===== src/common/pid_defines.svh =====
`ifndef PID_DEFINES_SVH
`define PID_DEFINES_SVH

// channel and data widths
`define PID_N_CHAN       4   // adc input channels
`define PID_W_CHAN       2   // channel index width
`define PID_W_ADC        18  // signed sample width
`define PID_W_DAC        16  // unsigned dac code width
`define PID_SHIFT        4   // right shift after the pi sum
`define PID_W_OSM        2   // oversample mode width
`define PID_QUEUE_DEPTH  8   // dac instruction queue entries

// settings after reset
`define PID_KP_INIT      10
`define PID_KI_INIT      3
`define PID_SETP_INIT    0
`define PID_OMIN_INIT    1111
`define PID_OMAX_INIT    9999
`define PID_OINIT_INIT   5000
`define PID_MULT_INIT    1

`endif


===== src/common/pid_cfg_pkg.sv =====
package pid_cfg_pkg;
`include "pid_defines.svh"

	// axi4-lite response codes
	localparam logic [1:0] RESP_OKAY   = 2'b00;
	localparam logic [1:0] RESP_SLVERR = 2'b10;

	typedef struct packed {
		logic [5:0]  awaddr;
		logic        awvalid;
		logic [31:0] wdata;
		logic [3:0]  wstrb;   // full words only, strobes not decoded
		logic        wvalid;
		logic        bready;
		logic [5:0]  araddr;
		logic        arvalid;
		logic        rready;
	} axil_req_t;

	typedef struct packed {
		logic        awready;
		logic        wready;
		logic [1:0]  bresp;
		logic        bvalid;
		logic [31:0] rdata;
		logic [1:0]  rresp;
		logic        rvalid;
		logic        arready;
	} axil_rsp_t;

	// one routing entry, dest in the low bits, active bit above
	typedef struct packed {
		logic                   active;
		logic [`PID_W_CHAN-1:0] dest;
	} route_t;

	typedef struct packed {
		logic [`PID_W_OSM-1:0]        osm;       // average over 2^osm samples
		logic [`PID_N_CHAN-1:0]       lock_en;   // per channel pi enable
		logic signed [`PID_W_ADC-1:0] setpoint;
		logic signed [15:0]           kp;
		logic signed [15:0]           ki;
		route_t [`PID_N_CHAN-1:0]     routes;    // indexed by source channel
		logic [`PID_W_DAC-1:0]        out_min;
		logic [`PID_W_DAC-1:0]        out_max;
		logic [`PID_W_DAC-1:0]        out_init;
		logic [7:0]                   mult;      // unsigned output gain
	} pid_cfg_t;

endpackage


===== src/common/pid_data_pkg.sv =====
package pid_data_pkg;
`include "pid_defines.svh"

	// adc sample, also the averaged value out of the oversample filter
	typedef struct packed {
		logic [`PID_W_CHAN-1:0]       chan;
		logic signed [`PID_W_ADC-1:0] data;
	} sample_t;

	// pi result of one channel
	typedef struct packed {
		logic [`PID_W_CHAN-1:0]       chan;
		logic signed [`PID_W_ADC-1:0] data;
	} ctrl_t;

	// dac update, chan is the destination dac channel
	typedef struct packed {
		logic [`PID_W_CHAN-1:0] chan;
		logic [`PID_W_DAC-1:0]  code;
	} dac_word_t;

endpackage


===== src/design/pid_regs.sv =====
`timescale 1ns/100ps
`include "pid_defines.svh"

module pid_regs import pid_cfg_pkg::*; (
	input  logic      clk50,
	input  logic      rst_n,
	input  axil_req_t axil_req,
	output axil_rsp_t axil_rsp,
	output pid_cfg_t  cfg,
	input  logic      overflow   // pulse from the dac queue on a dropped word
);

	localparam logic [3:0] IDX_LAST = 4'h8;  // status word, highest mapped

	logic        wr_go;        // write address and data taken this cycle
	logic        rd_go;        // read address taken this cycle
	logic [3:0]  wr_idx;
	logic [3:0]  rd_idx;
	logic        bvalid;
	logic        rvalid;
	logic [1:0]  bresp;
	logic [1:0]  rresp;
	logic [31:0] rdata;
	logic [31:0] rd_mux;
	logic        ovf_sticky;

	assign wr_go  = axil_req.awvalid && axil_req.wvalid && !bvalid;
	assign rd_go  = axil_req.arvalid && !rvalid;
	assign wr_idx = axil_req.awaddr[5:2];   // word addressed
	assign rd_idx = axil_req.araddr[5:2];

	////////////////////////////////////////////////////////////
	// configuration registers
	////////////////////////////////////////////////////////////

	always_ff @(posedge clk50) begin
		if (!rst_n) begin
			cfg.osm      <= '0;
			cfg.lock_en  <= '1;   // all channels locked
			cfg.setpoint <= `PID_SETP_INIT;
			cfg.kp       <= `PID_KP_INIT;
			cfg.ki       <= `PID_KI_INIT;
			cfg.out_min  <= `PID_OMIN_INIT;
			cfg.out_max  <= `PID_OMAX_INIT;
			cfg.out_init <= `PID_OINIT_INIT;
			cfg.mult     <= `PID_MULT_INIT;
			for (int i = 0; i < `PID_N_CHAN; i++) begin
				cfg.routes[i].dest   <= `PID_W_CHAN'(i);  // identity routing
				cfg.routes[i].active <= 1'b1;
			end
		end else if (wr_go) begin
			case (wr_idx)
				4'h0: begin
					cfg.osm     <= axil_req.wdata[1:0];
					cfg.lock_en <= axil_req.wdata[7:4];
				end
				4'h1: cfg.setpoint <= axil_req.wdata[`PID_W_ADC-1:0];
				4'h2: cfg.kp       <= axil_req.wdata[15:0];
				4'h3: cfg.ki       <= axil_req.wdata[15:0];
				4'h4: cfg.routes   <= axil_req.wdata[3*`PID_N_CHAN-1:0];
				4'h5: begin
					cfg.out_min <= axil_req.wdata[15:0];
					cfg.out_max <= axil_req.wdata[31:16];
				end
				4'h6: cfg.out_init <= axil_req.wdata[15:0];
				4'h7: cfg.mult     <= axil_req.wdata[7:0];
				default: ;   // status handled below, rest unmapped
			endcase
		end
	end

	// sticky overflow, a new drop wins over a clear in the same cycle
	always_ff @(posedge clk50) begin
		if (!rst_n)
			ovf_sticky <= 1'b0;
		else if (overflow)
			ovf_sticky <= 1'b1;
		else if (wr_go && wr_idx == IDX_LAST && axil_req.wdata[0])
			ovf_sticky <= 1'b0;
	end

	////////////////////////////////////////////////////////////
	// responses
	////////////////////////////////////////////////////////////

	always_comb begin
		case (rd_idx)
			4'h0:    rd_mux = {24'b0, cfg.lock_en, 2'b0, cfg.osm};
			4'h1:    rd_mux = 32'(cfg.setpoint);   // sign extended
			4'h2:    rd_mux = 32'(cfg.kp);
			4'h3:    rd_mux = 32'(cfg.ki);
			4'h4:    rd_mux = 32'(cfg.routes);
			4'h5:    rd_mux = {cfg.out_max, cfg.out_min};
			4'h6:    rd_mux = 32'(cfg.out_init);
			4'h7:    rd_mux = 32'(cfg.mult);
			4'h8:    rd_mux = {31'b0, ovf_sticky};
			default: rd_mux = '0;
		endcase
	end

	always_ff @(posedge clk50) begin
		if (!rst_n) begin
			bvalid <= 1'b0;
			rvalid <= 1'b0;
		end else begin
			if (wr_go)
				bvalid <= 1'b1;
			else if (axil_req.bready)
				bvalid <= 1'b0;
			if (rd_go)
				rvalid <= 1'b1;
			else if (axil_req.rready)
				rvalid <= 1'b0;
		end
	end

	always_ff @(posedge clk50) begin
		if (wr_go)
			bresp <= (wr_idx > IDX_LAST) ? RESP_SLVERR : RESP_OKAY;
		if (rd_go) begin
			rdata <= rd_mux;
			rresp <= (rd_idx > IDX_LAST) ? RESP_SLVERR : RESP_OKAY;
		end
	end

	assign axil_rsp.awready = wr_go;   // both pulse together
	assign axil_rsp.wready  = wr_go;
	assign axil_rsp.bvalid  = bvalid;
	assign axil_rsp.bresp   = bresp;
	assign axil_rsp.arready = rd_go;
	assign axil_rsp.rvalid  = rvalid;
	assign axil_rsp.rdata   = rdata;
	assign axil_rsp.rresp   = rresp;

	// responses stay up, unchanged, until the host takes them
	a_bvalid_hold: assert property (@(posedge clk50) disable iff (!rst_n)
		bvalid && !axil_req.bready |=> bvalid && $stable(bresp));
	a_rvalid_hold: assert property (@(posedge clk50) disable iff (!rst_n)
		rvalid && !axil_req.rready |=> rvalid && $stable(rdata) && $stable(rresp));

endmodule


===== src/design/oversample_filter.sv =====
`timescale 1ns/100ps
`include "pid_defines.svh"

module oversample_filter import pid_cfg_pkg::*, pid_data_pkg::*; (
	input  logic     clk50,
	input  logic     rst_n,
	input  pid_cfg_t cfg,
	input  sample_t  in_data,
	input  logic     in_valid,
	output sample_t  out_data,
	output logic     out_valid
);

	localparam int W_CNT = (1 << `PID_W_OSM) - 1;   // bits for up to 2^max_osm samples
	localparam int W_ACC = `PID_W_ADC + W_CNT;      // sum headroom

	logic signed [W_ACC-1:0] acc [`PID_N_CHAN];
	logic [W_CNT-1:0]        cnt [`PID_N_CHAN];
	logic [`PID_W_OSM-1:0]   osm_q;      // osm seen last cycle
	logic                    osm_chg;
	logic signed [W_ACC-1:0] acc_cur;
	logic signed [W_ACC-1:0] acc_sum;
	logic [W_CNT-1:0]        cnt_cur;
	logic                    last;       // this sample closes its group

	assign osm_chg = cfg.osm != osm_q;
	assign acc_cur = osm_chg ? '0 : acc[in_data.chan];   // a new osm starts fresh
	assign cnt_cur = osm_chg ? '0 : cnt[in_data.chan];
	assign acc_sum = acc_cur + in_data.data;
	assign last    = cnt_cur == W_CNT'((1 << cfg.osm) - 1);

	always_ff @(posedge clk50) begin
		if (!rst_n) begin
			osm_q     <= '0;
			out_valid <= 1'b0;
			for (int i = 0; i < `PID_N_CHAN; i++) begin
				acc[i] <= '0;
				cnt[i] <= '0;
			end
		end else begin
			osm_q     <= cfg.osm;
			out_valid <= in_valid && last;
			if (osm_chg)
				for (int i = 0; i < `PID_N_CHAN; i++) begin
					acc[i] <= '0;
					cnt[i] <= '0;
				end
			if (in_valid) begin
				acc[in_data.chan] <= last ? '0 : acc_sum;
				cnt[in_data.chan] <= last ? '0 : cnt_cur + 1'b1;
			end
		end
	end

	always_ff @(posedge clk50) begin
		if (in_valid && last) begin
			out_data.chan <= in_data.chan;
			out_data.data <= `PID_W_ADC'(acc_sum >>> cfg.osm);   // group mean
		end
	end

endmodule


===== src/design/pid_core.sv =====
`timescale 1ns/100ps
`include "pid_defines.svh"

module pid_core import pid_cfg_pkg::*, pid_data_pkg::*; (
	input  logic     clk50,
	input  logic     rst_n,
	input  pid_cfg_t cfg,
	input  sample_t  in_data,
	input  logic     in_valid,
	output ctrl_t    out_data,
	output logic     out_valid
);

	localparam int W_ERR  = `PID_W_ADC + 1;   // setpoint minus sample
	localparam int W_PROD = 16 + W_ERR + 1;   // kp*err + ki*integ
	localparam logic signed [W_PROD-1:0] SAT_MAX = (1 <<< (`PID_W_ADC - 1)) - 1;
	localparam logic signed [W_PROD-1:0] SAT_MIN = -(1 <<< (`PID_W_ADC - 1));

	logic signed [`PID_W_ADC-1:0] integ [`PID_N_CHAN];   // one integrator per channel
	logic signed [W_ERR-1:0]      err;
	logic signed [W_ERR:0]        integ_sum;
	logic signed [`PID_W_ADC-1:0] integ_new;
	logic                         lock;
	logic                         s1_valid;
	logic [`PID_W_CHAN-1:0]       s1_chan;
	logic signed [W_ERR-1:0]      s1_err;
	logic signed [`PID_W_ADC-1:0] s1_integ;
	logic signed [W_PROD-1:0]     pi_sum;

	// clip to the 18 bit signed range
	function automatic logic signed [`PID_W_ADC-1:0] sat(input logic signed [W_PROD-1:0] x);
		if (x > SAT_MAX)
			return SAT_MAX[`PID_W_ADC-1:0];
		if (x < SAT_MIN)
			return SAT_MIN[`PID_W_ADC-1:0];
		return x[`PID_W_ADC-1:0];
	endfunction

	////////////////////////////////////////////////////////////
	// stage 1: error and integrator
	////////////////////////////////////////////////////////////

	assign lock      = cfg.lock_en[in_data.chan];
	assign err       = cfg.setpoint - in_data.data;
	assign integ_sum = integ[in_data.chan] + err;
	assign integ_new = sat(integ_sum);

	always_ff @(posedge clk50) begin
		if (!rst_n) begin
			s1_valid  <= 1'b0;
			out_valid <= 1'b0;
			for (int i = 0; i < `PID_N_CHAN; i++)
				integ[i] <= '0;
		end else begin
			s1_valid  <= in_valid && lock;   // unlocked channels drop out here
			out_valid <= s1_valid;
			for (int i = 0; i < `PID_N_CHAN; i++)
				if (!cfg.lock_en[i])
					integ[i] <= '0;
			if (in_valid && lock)
				integ[in_data.chan] <= integ_new;
		end
	end

	always_ff @(posedge clk50) begin
		s1_chan  <= in_data.chan;
		s1_err   <= err;
		s1_integ <= integ_new;   // stage 2 uses the updated value
	end

	////////////////////////////////////////////////////////////
	// stage 2: weighted sum, shift, saturate
	////////////////////////////////////////////////////////////

	assign pi_sum = cfg.kp * s1_err + cfg.ki * s1_integ;

	always_ff @(posedge clk50) begin
		out_data.chan <= s1_chan;
		out_data.data <= sat(pi_sum >>> `PID_SHIFT);
	end

endmodule


===== src/design/output_preprocessor.sv =====
`timescale 1ns/100ps
`include "pid_defines.svh"

module output_preprocessor import pid_cfg_pkg::*, pid_data_pkg::*; (
	input  logic      clk50,
	input  logic      rst_n,
	input  pid_cfg_t  cfg,
	input  ctrl_t     in_data,
	input  logic      in_valid,
	output dac_word_t out_data,
	output logic      out_valid
);

	// 18x9 bit product plus a 17 bit offset
	localparam int W_SUM = `PID_W_ADC + 10;

	route_t                  route;   // entry for the source channel
	logic signed [W_SUM-1:0] scaled;
	logic [`PID_W_DAC-1:0]   code;

	assign route  = cfg.routes[in_data.chan];
	assign scaled = in_data.data * $signed({1'b0, cfg.mult})
		+ $signed({1'b0, cfg.out_init});   // mult and init are unsigned

	// clamp into the output window, lower bound checked first
	always_comb begin
		if (scaled < $signed({1'b0, cfg.out_min}))
			code = cfg.out_min;
		else if (scaled > $signed({1'b0, cfg.out_max}))
			code = cfg.out_max;
		else
			code = scaled[`PID_W_DAC-1:0];
	end

	always_ff @(posedge clk50) begin
		if (!rst_n)
			out_valid <= 1'b0;
		else
			out_valid <= in_valid && route.active;   // inactive route, no word
	end

	always_ff @(posedge clk50) begin
		out_data.chan <= route.dest;   // tag with the dac channel
		out_data.code <= code;
	end

endmodule


===== src/design/dac_instr_queue.sv =====
`timescale 1ns/100ps
`include "pid_defines.svh"

module dac_instr_queue import pid_data_pkg::*; (
	input  logic      clk50,
	input  logic      rst_n,
	input  dac_word_t in_data,
	input  logic      in_valid,
	output dac_word_t out_data,
	output logic      out_valid,
	input  logic      out_ready,
	output logic      overflow
);

	localparam int DEPTH = `PID_QUEUE_DEPTH;
	localparam int W_PTR = $clog2(DEPTH);

	dac_word_t         mem [DEPTH];
	logic [W_PTR-1:0]  wr_ptr;
	logic [W_PTR-1:0]  rd_ptr;
	logic [W_PTR:0]    count;   // 0 to DEPTH entries
	logic              full;
	logic              push;
	logic              pop;

	assign full      = count == (W_PTR + 1)'(DEPTH);
	assign push      = in_valid && !full;
	assign pop       = out_valid && out_ready;
	assign overflow  = in_valid && full;   // word dropped, even if a pop frees a slot
	assign out_valid = count != '0;
	assign out_data  = mem[rd_ptr];        // head entry

	always_ff @(posedge clk50) begin
		if (!rst_n) begin
			wr_ptr <= '0;
			rd_ptr <= '0;
			count  <= '0;
		end else begin
			if (push)
				wr_ptr <= (wr_ptr == W_PTR'(DEPTH - 1)) ? '0 : wr_ptr + 1'b1;
			if (pop)
				rd_ptr <= (rd_ptr == W_PTR'(DEPTH - 1)) ? '0 : rd_ptr + 1'b1;
			count <= count + push - pop;
		end
	end

	always_ff @(posedge clk50)
		if (push)
			mem[wr_ptr] <= in_data;

	// head held while the dac side stalls
	a_head_stable: assert property (@(posedge clk50) disable iff (!rst_n)
		out_valid && !out_ready |=> out_valid && $stable(out_data));

endmodule


===== src/design/pid_controller.sv =====
`timescale 1ns/100ps

module pid_controller import pid_cfg_pkg::*, pid_data_pkg::*; (
	input  logic      clk50,
	input  logic      rst_n,
	input  sample_t   sample,
	input  logic      sample_valid,
	input  axil_req_t axil_req,
	output axil_rsp_t axil_rsp,
	output dac_word_t dac_word,
	output logic      dac_valid,
	input  logic      dac_ready
);

	pid_cfg_t  cfg;          // settings to every stage
	sample_t   osf_data;     // channel averages
	logic      osf_valid;
	ctrl_t     pid_data;     // pi results
	logic      pid_valid;
	dac_word_t opp_data;     // scaled and routed words
	logic      opp_valid;
	logic      overflow;     // queue drop pulse

	////////////////////////////////////////////////////////////
	// host registers
	////////////////////////////////////////////////////////////

	pid_regs i_regs (
		.clk50    (clk50),
		.rst_n    (rst_n),
		.axil_req (axil_req),
		.axil_rsp (axil_rsp),
		.cfg      (cfg),
		.overflow (overflow)
	);

	////////////////////////////////////////////////////////////
	// sample pipeline
	////////////////////////////////////////////////////////////

	oversample_filter i_osf (
		.clk50     (clk50),
		.rst_n     (rst_n),
		.cfg       (cfg),
		.in_data   (sample),
		.in_valid  (sample_valid),
		.out_data  (osf_data),
		.out_valid (osf_valid)
	);

	pid_core i_pid (
		.clk50     (clk50),
		.rst_n     (rst_n),
		.cfg       (cfg),
		.in_data   (osf_data),
		.in_valid  (osf_valid),
		.out_data  (pid_data),
		.out_valid (pid_valid)
	);

	output_preprocessor i_opp (
		.clk50     (clk50),
		.rst_n     (rst_n),
		.cfg       (cfg),
		.in_data   (pid_data),
		.in_valid  (pid_valid),
		.out_data  (opp_data),
		.out_valid (opp_valid)
	);

	dac_instr_queue i_diq (
		.clk50     (clk50),
		.rst_n     (rst_n),
		.in_data   (opp_data),
		.in_valid  (opp_valid),
		.out_data  (dac_word),
		.out_valid (dac_valid),
		.out_ready (dac_ready),
		.overflow  (overflow)
	);

endmodule


===== config.mk =====
export PLATFORM = sky130hd
export DESIGN_NAME = pid_controller
export DESIGN_NICKNAME = d
export VERILOG_FILES = /design/src/common/pid_cfg_pkg.sv /design/src/common/pid_data_pkg.sv /design/src/design/pid_regs.sv /design/src/design/oversample_filter.sv /design/src/design/pid_core.sv /design/src/design/output_preprocessor.sv /design/src/design/dac_instr_queue.sv /design/src/design/pid_controller.sv
export VERILOG_INCLUDE_DIRS = /design/src /design/src/common
export SDC_FILE = /design/constraint.sdc
export NUM_CORES = 2
export LEC_CHECK = 0
export BUFFER_PORTS_ARGS = -buffer_cell sky130_fd_sc_hd__buf_2
export CAP_MARGIN = 20
export CORE_MARGIN = 2
export CORE_UTILIZATION = 30
export CTS_CLUSTER_DIAMETER = 200
export CTS_CLUSTER_SIZE = 25
export DETAILED_ROUTE_END_ITERATION = 7
export SKIP_CTS_REPAIR_TIMING = 1
export SLEW_MARGIN = 20
export SYNTH_ARGS = -nofsm -noshare
export SYNTH_HDL_FRONTEND = slang
export SYNTH_HIERARCHICAL = 1
export SYNTH_SLANG_ARGS = --single-unit

===== constraint.sdc =====
create_clock -name clk50 -period 8.83 [get_ports clk50]
set_input_delay 0.883 -clock clk50 [delete_from_list [all_inputs] [get_ports clk50]]
set_output_delay 0.883 -clock clk50 [all_outputs]
set_load 0.02 [all_outputs]

== Word level (Yosys, flattened, before mapping) ==
Memory sizes are Yosys's and may differ from the RTL's. A register that Yosys moved wholly into a read port is not among the register bits.
Index checks and enable logic that the tools add are counted.

* Reductions and logical operators: 28
* $add $sub $neg: 11
* Bitwise logic cells: 12
* $lt $le $gt $ge: 10
* Multipliers: 3
* Shift operators: 2
* Eq/ne operators: 21
* Muxes and demuxes: 74

{| class="wikitable"
|+ Operators with widths
! operator !! number
|-
| $pmux W32 S9 || 1
|-
| $mux W18 || 12
|-
| $mux W21 || 6
|-
| $mux W1 || 37
|-
| $add A35 B34 Y36 || 1
|-
| $mul A16 B19 Y35 || 1
|-
| $mul A16 B18 Y34 || 1
|-
| $mux W3 || 11
|-
| $eq A4 B3 Y1 const B || 8
|-
| $gt A32 B18 Y1 const B || 1
|-
| $lt A32 B18 Y1 const B || 1
|-
| $mux W16 || 2
|-
| $add A28 B17 Y28 || 1
|-
| $gt A28 B17 Y1 || 1
|-
| $lt A28 B17 Y1 || 1
|-
| $mul A18 B9 Y27 || 1
|-
| $add A21 B18 Y21 || 1
|-
| $sshr A21 B2 Y18 || 1
|-
| $add A18 B19 Y20 || 1
|-
| $gt A20 B18 Y1 const B || 1
|-
| $lt A20 B18 Y1 const B || 1
|-
| $sub A18 B18 Y19 || 1
|-
| $eq A4 B2 Y1 const B || 4
|-
| $reduce_and A2 Y1 || 8
|-
| other kinds (21) || 57
|}

* Input bits: 77
* Output and inout bits: 60
* Memories: 4
* RAM bits: 312
* Register bits: 276
* Logic and storage cells: 205

{| class="wikitable"
|+ Memory list
! name !! words !! width !! read ports !! clocked after memory_dff !! write ports !! RTL line !! source
|-
| i_diq.mem || 8 || 18 || 1 || 1 || 1 || dac_instr_queue.sv:18 || <nowiki>dac_word_t mem [DEPTH];</nowiki>
|-
| i_osf.acc || 4 || 21 || 1 || 0 || 5 || oversample_filter.sv:17 || <nowiki>logic signed [W_ACC-1:0] acc [`PID_N_CHAN];</nowiki>
|-
| i_pid.integ || 4 || 18 || 1 || 1 || 5 || pid_core.sv:19 || <nowiki>logic signed [`PID_W_ADC-1:0] integ [`PID_N_CHAN];</nowiki>
|-
| i_osf.cnt || 4 || 3 || 1 || 0 || 5 || oversample_filter.sv:18 || <nowiki>logic [W_CNT-1:0] cnt [`PID_N_CHAN];</nowiki>
|}

== Longest topological paths before layout ==
* Depth in word-level cells: 7
* Gate-level depth with buffers: 31
* Mapped depth without buffers: 28

== Hierarchy ==
The synthesis kept the hierarchy.

{| class="wikitable"
|+ Modules (own cells, without submodules)
! module !! area each (um^2) !! cells each !! times used !! seq. area each (um^2)
|-
| pid_core || 29368.2 || 3081 || 1 || 3383.2
|-
| output_preprocessor || 7990.2 || 942 || 1 || 380.4
|-
| pid_regs || 7129.3 || 731 || 1 || 3563.4
|-
| oversample_filter || 6635.1 || 541 || 1 || 3543.4
|-
| dac_instr_queue || 6272.3 || 290 || 1 || 4584.4
|}

== Worst setup path before layout ==
No wires, ideal clock.

* Path type: register to register
* From: register, netlist name i_regs/cfg[68]
* To: register i_pid/out_data[7] (netlist bit)
* Arrival time: 7965 ps
* Setup time: 126 ps
* Setup slack: 739 ps
* Required time: 8704 ps
* Period minus slack after synthesis: 8091 ps
* Buffers on the path: 1
* Stages on the path, launching flop included: 28
* Path through: dfxtp_1 -> and2_1 -> inv_1 -> fa_1 -> inv_1 -> fa_1 -> inv_1 -> fa_1 -> inv_1 -> fa_1 -> inv_1 -> fa_1 -> fa_1 -> fa_1 -> fa_1 -> inv_1 -> ha_1 -> a211oi_1 -> o211ai_1 -> a221o_1 -> and2_4 -> o31a_1 -> or3_1 -> a21oi_1 -> o2111ai_1 -> o41ai_4 -> buf_6 -> o21ai_2

* Word-level cells in the longest chain between the ends: 7
* Elaborated cells on any way between the ends: 10
* Those cells by class: add/sub: 1; mul: 1; order compare: 2; mux: 6

{| class="wikitable"
|+ Ends and longest elaborated chain
! element !! RTL line !! source
|-
| $mul A16 B18 Y34 (*) || pid_core.sv:75 || <nowiki>assign pi_sum = cfg.kp * s1_err + cfg.ki * s1_integ;</nowiki>
|-
| $add A35 B34 Y36 (*) || pid_core.sv:75 ||
|-
| $lt A32 B18 Y1 || pid_core.sv:34 || <nowiki>if (x < SAT_MIN)</nowiki>
|-
| $mux W1 (2 in a row) || pid_core.sv:34 ||
|-
| $mux W18 || pid_core.sv:36 || <nowiki>return x[`PID_W_ADC-1:0];</nowiki>
|-
| $mux W18 (*) || pid_core.sv:34 ||
|-
| to (decl) || pid_core.sv:10 || <nowiki>output ctrl_t out_data,</nowiki>
|}

Mark *: on every way between the ends. The rest lies on a longest branch, timed or not. The select of a mux whose other input is x is not followed.
A chain may end at the register's enable or synchronous reset.

== Final worst setup path ==
* From: register i_pid.s1_err[5]
* To: register i_pid/out_data[1] (netlist bit)

* Word-level cells in the longest chain between the ends: 7
* Elaborated cells on any way between the ends: 10
* Those cells by class: add/sub: 1; mul: 1; order compare: 2; mux: 6

{| class="wikitable"
|+ Ends and longest elaborated chain
! element !! RTL line !! source
|-
| from (decl) || pid_core.sv:26 || <nowiki>logic signed [W_ERR-1:0] s1_err;</nowiki>
|-
| from (signal assigned) || pid_core.sv:67 || <nowiki>s1_err <= err;</nowiki>
|-
| $mul A16 B19 Y35 (*) || pid_core.sv:75 ||
|-
| $add A35 B34 Y36 (*) || pid_core.sv:75 ||
|-
| $lt A32 B18 Y1 || pid_core.sv:34 ||
|-
| $mux W1 (2 in a row) || pid_core.sv:34 ||
|-
| $mux W18 || pid_core.sv:36 ||
|-
| $mux W18 (*) || pid_core.sv:34 ||
|}

Marks and branches as above.

==> reports/metrics.yaml <==
grt_pass1_vias: 40500
die-height_um: 441
ys_ff_latch: 589
p_leak_uw: 0.0279
status: "finished, final reports clean"
drt_iter0_drc: 2667
powerDensity_nw_per_um2: 331
drive_above_1_share_pct: 8.69
holdCritPathClass: "flip-flop to flip-flop"
cts_tree: "yes"
cts_buffers: 27
cap_viol_max_count: 0
vias: 38800
clkLatencyLatePin_ns: 0.64
fin_crit_ns: 8.41
ys_seq_area_share_pct: 26.9
port_buffers: 126
antenna_found_initial: 11
drv_slew: 0
async_flop_share_pct: 0
rr_startpoint: "i_pid/s1_err[5]"
cp-end-kind: "flip-flop"
ys_types: 123
regToRegSetupSlack_ns: 0.42
ir_drop_mv: 0.649
synthMuxAreaShare_pct: 5.84
ys_warn_count: 6
hold_violations: 0
h-tree-depth: 1
fmax_mhz: 119
grt_pass1_wl_mm: 233
core_area_um2: 190000
synth_flop_cell: "edfxtp_1"
viasPerCell: 4.76
hold_end: "i_pid/out_data[18]"
cts.sinks: 589
synth_top_family_by_area: "adder cells"
synthesis.area_um2: 57400
drc_errors: 0
reg2reg_depth: 26
p_comb_share_pct: 74.6
p_switching_uw: 10500
synthAdderAreaFrac_pct: 34.9
min_from: "i_pid/s1_chan[0]"
place_congestion: 0.881
r2r-end: "i_pid/out_data[1]"
rsz0062_at_grt: "no"
crit_type: "flip-flop to flip-flop"
chipWidth_um: 441
synth_edf_count: 366
path_max_fanout: 17
dp.cells: 8088
layout_commonest_cell: "inv_1"
cts_root_buf: "clkbuf_16"
slew_headroom_pct: 27.2
swShare_pct: 51.2
grtUsageTotal_pct: 15.2
synth.area.top_cells: "fa_1 28%, edfxtp_1 19%, dfxtp_1 7.8%"
wire_per_inst_um: 18.4
firstDrtPassIters: 5
synth_compound_area_share_pct: 7.40
syn_avg_cell_area_um2: 10.3
fin_crit_sh_pct: 95.2
internal_power_uw: 9980
synth_xor_xnor_area_share_pct: 1.80
dp_hpwl_mm: 123
finalSetupViolations: 0
synth_top_area_share_pct: 27.8
total_power_uw: 20400
syn_inst: 5585
grt_max_degree: 80
whs_path_depth: 0
layout_common_cells: "1,046 x inv_1, 796 x fa_1, 681 x nand2_1, 369 x and2_1, 366 x edfxtp_1"
cp-start-kind: "flip-flop"
worstMarginPinSlew_ns: 1.09
layout.cells.non_filler: 8149
syn_to_final_growth_pct: 7.56
clock_skew_ns: 0.0232
routed_wl_mm: 150
synth_simple_gate_area_share_pct: 14.0
nets: 6808
p_clk_share_pct: 7.3
grt_overflow_total: 0
fin_setup_tns_ns: 0
die_area_um2: 195000
cts_max_path_buffers: 3
start_util_pct: 30.2
antenna_left: 0
hold_ws_ns: 0.342
worstPathRequired_ns: 9.36
worstPathArrival_ns: 8.94
row_count: 160
pwr-share-seq_pct: 18.2
final_core_util_pct: 32.5
yosysTopAreaCell: "fa_1"
path_clk_slew_ns: 0.12
top_level_ports: 137
-- power by group through the flow --
stage                     Clock, µW  Sequential [µW]  Combinational (µW)
after floorplan                   0             3500               11600
after CTS                      1520             3720               15400
after global routing           1610             3750               17200
final                          1480             3720               15200
after detailed placement          0             3780               15300
after global placement            0             3770               15000
-- cell type report --
class                           count  area, µm²
Tap cell                         2511       3140
Timing Repair Buffer              250       1610
Inverter                         1047       3930
Fill cell                       19500     128000
Clock inverter                      2       25.0
Antenna cell                       10       25.0
Multi-Input combinational cell   3694      36800
Clock buffer                       46        747
Sequential cell                   589      15500
-- through the flow --
stage	setup WS [ns]	area, µm²
after floorplan	0.739	57400
after global placement	0.349	60900
after detailed placement	0.234	60900
after CTS	0.261	61700
after global routing	0.0264	61700
final	0.421	61700
-- critical path: stages, from the launching register on --
cell	delay, ns
dfxtp_1	0.61
buf_4	0.23
and2_1	0.15
fa_1	0.44
fa_1	0.55
inv_1	0.06
fa_1	0.53
inv_1	0.05
fa_1	0.52
fa_1	0.58
fa_1	0.42
fa_1	0.49
inv_1	0.05
fa_1	0.47
inv_1	0.04
ha_1	0.39
and3_1	0.20
or3b_1	0.39
o21ai_2	0.31
nor2_1	0.13
a311oi_1	0.36
o21ai_0	0.16
xor2_1	0.26
nand3_1	0.18
o41ai_4	0.43
buf_12	0.20
o21ai_0	0.09
-- cell usage after synthesis (81+ instances only) --
| cell type | instances |
|---|---|
| nand2_1 | 681 |
| nand3_1 | 96 |
| a21oi_1 | 206 |
| dfxtp_1 | 223 |
| o21ai_0 | 81 |
| nor2_1 | 184 |
| fa_1 | 797 |
| inv_1 | 1047 |
| and2_1 | 369 |
| clkbuf_1 | 160 |
| ha_1 | 325 |
| nor2b_1 | 85 |
| edfxtp_1 | 366 |
-- layer usage --
metal,vias to the layer above,GRT usage [%],part of all wire (%)
met2,779,26.9,50
met4,6,3.86,2.8
met3,168,0.915,3.5
met1,19900,20.1,43
met5,-,0,0.023
li1,17900,-,-
-- state kept, by name, summed over array words and instances (netlist names), 3 cells and up, named ones only --
register / cells
i_regs/rdata: 32
i_osf/out_data: 20
i_pid/out_data: 20
i_pid/s1_err: 19
i_osf/acc: 84
i_regs/cfg: 124
i_diq/count: 4
i_diq/rd_ptr: 3
i_diq/wr_ptr: 3
i_opp/out_data: 18
i_pid/integ: 72
i_osf/cnt: 12
i_pid/s1_integ: 18
i_diq/mem: 144
-- worst max-delay path by stage --
stage               slack (ns)               start                end  cells after the start
finish                    0.42     i_pid/s1_err[5]  i_pid/out_data[1]                     26
global route              0.03  i_pid/s1_integ[15]  i_pid/out_data[3]                     25
CTS                       0.26      i_regs/cfg[87]  i_pid/out_data[1]                     25
detailed placement        0.23      i_regs/cfg[87]  i_pid/out_data[1]                     25
global placement          0.35      i_regs/cfg[87]  i_pid/out_data[1]                     25
floorplan                 0.74      i_regs/cfg[68]  i_pid/out_data[7]                     27
-- logic make-up (layout without fill, tap and decap cells) --
logic type	after synthesis	count (layout)
buf+inv	1303	1345
fa+ha+maj	1122	1122
compound gates	613	613
mux	204	204
other cells	1	12
xor+xnor	117	117
flops	589	589
simple gates	1636	1636
No activity file was read; power rests on OpenSTA's default activity.
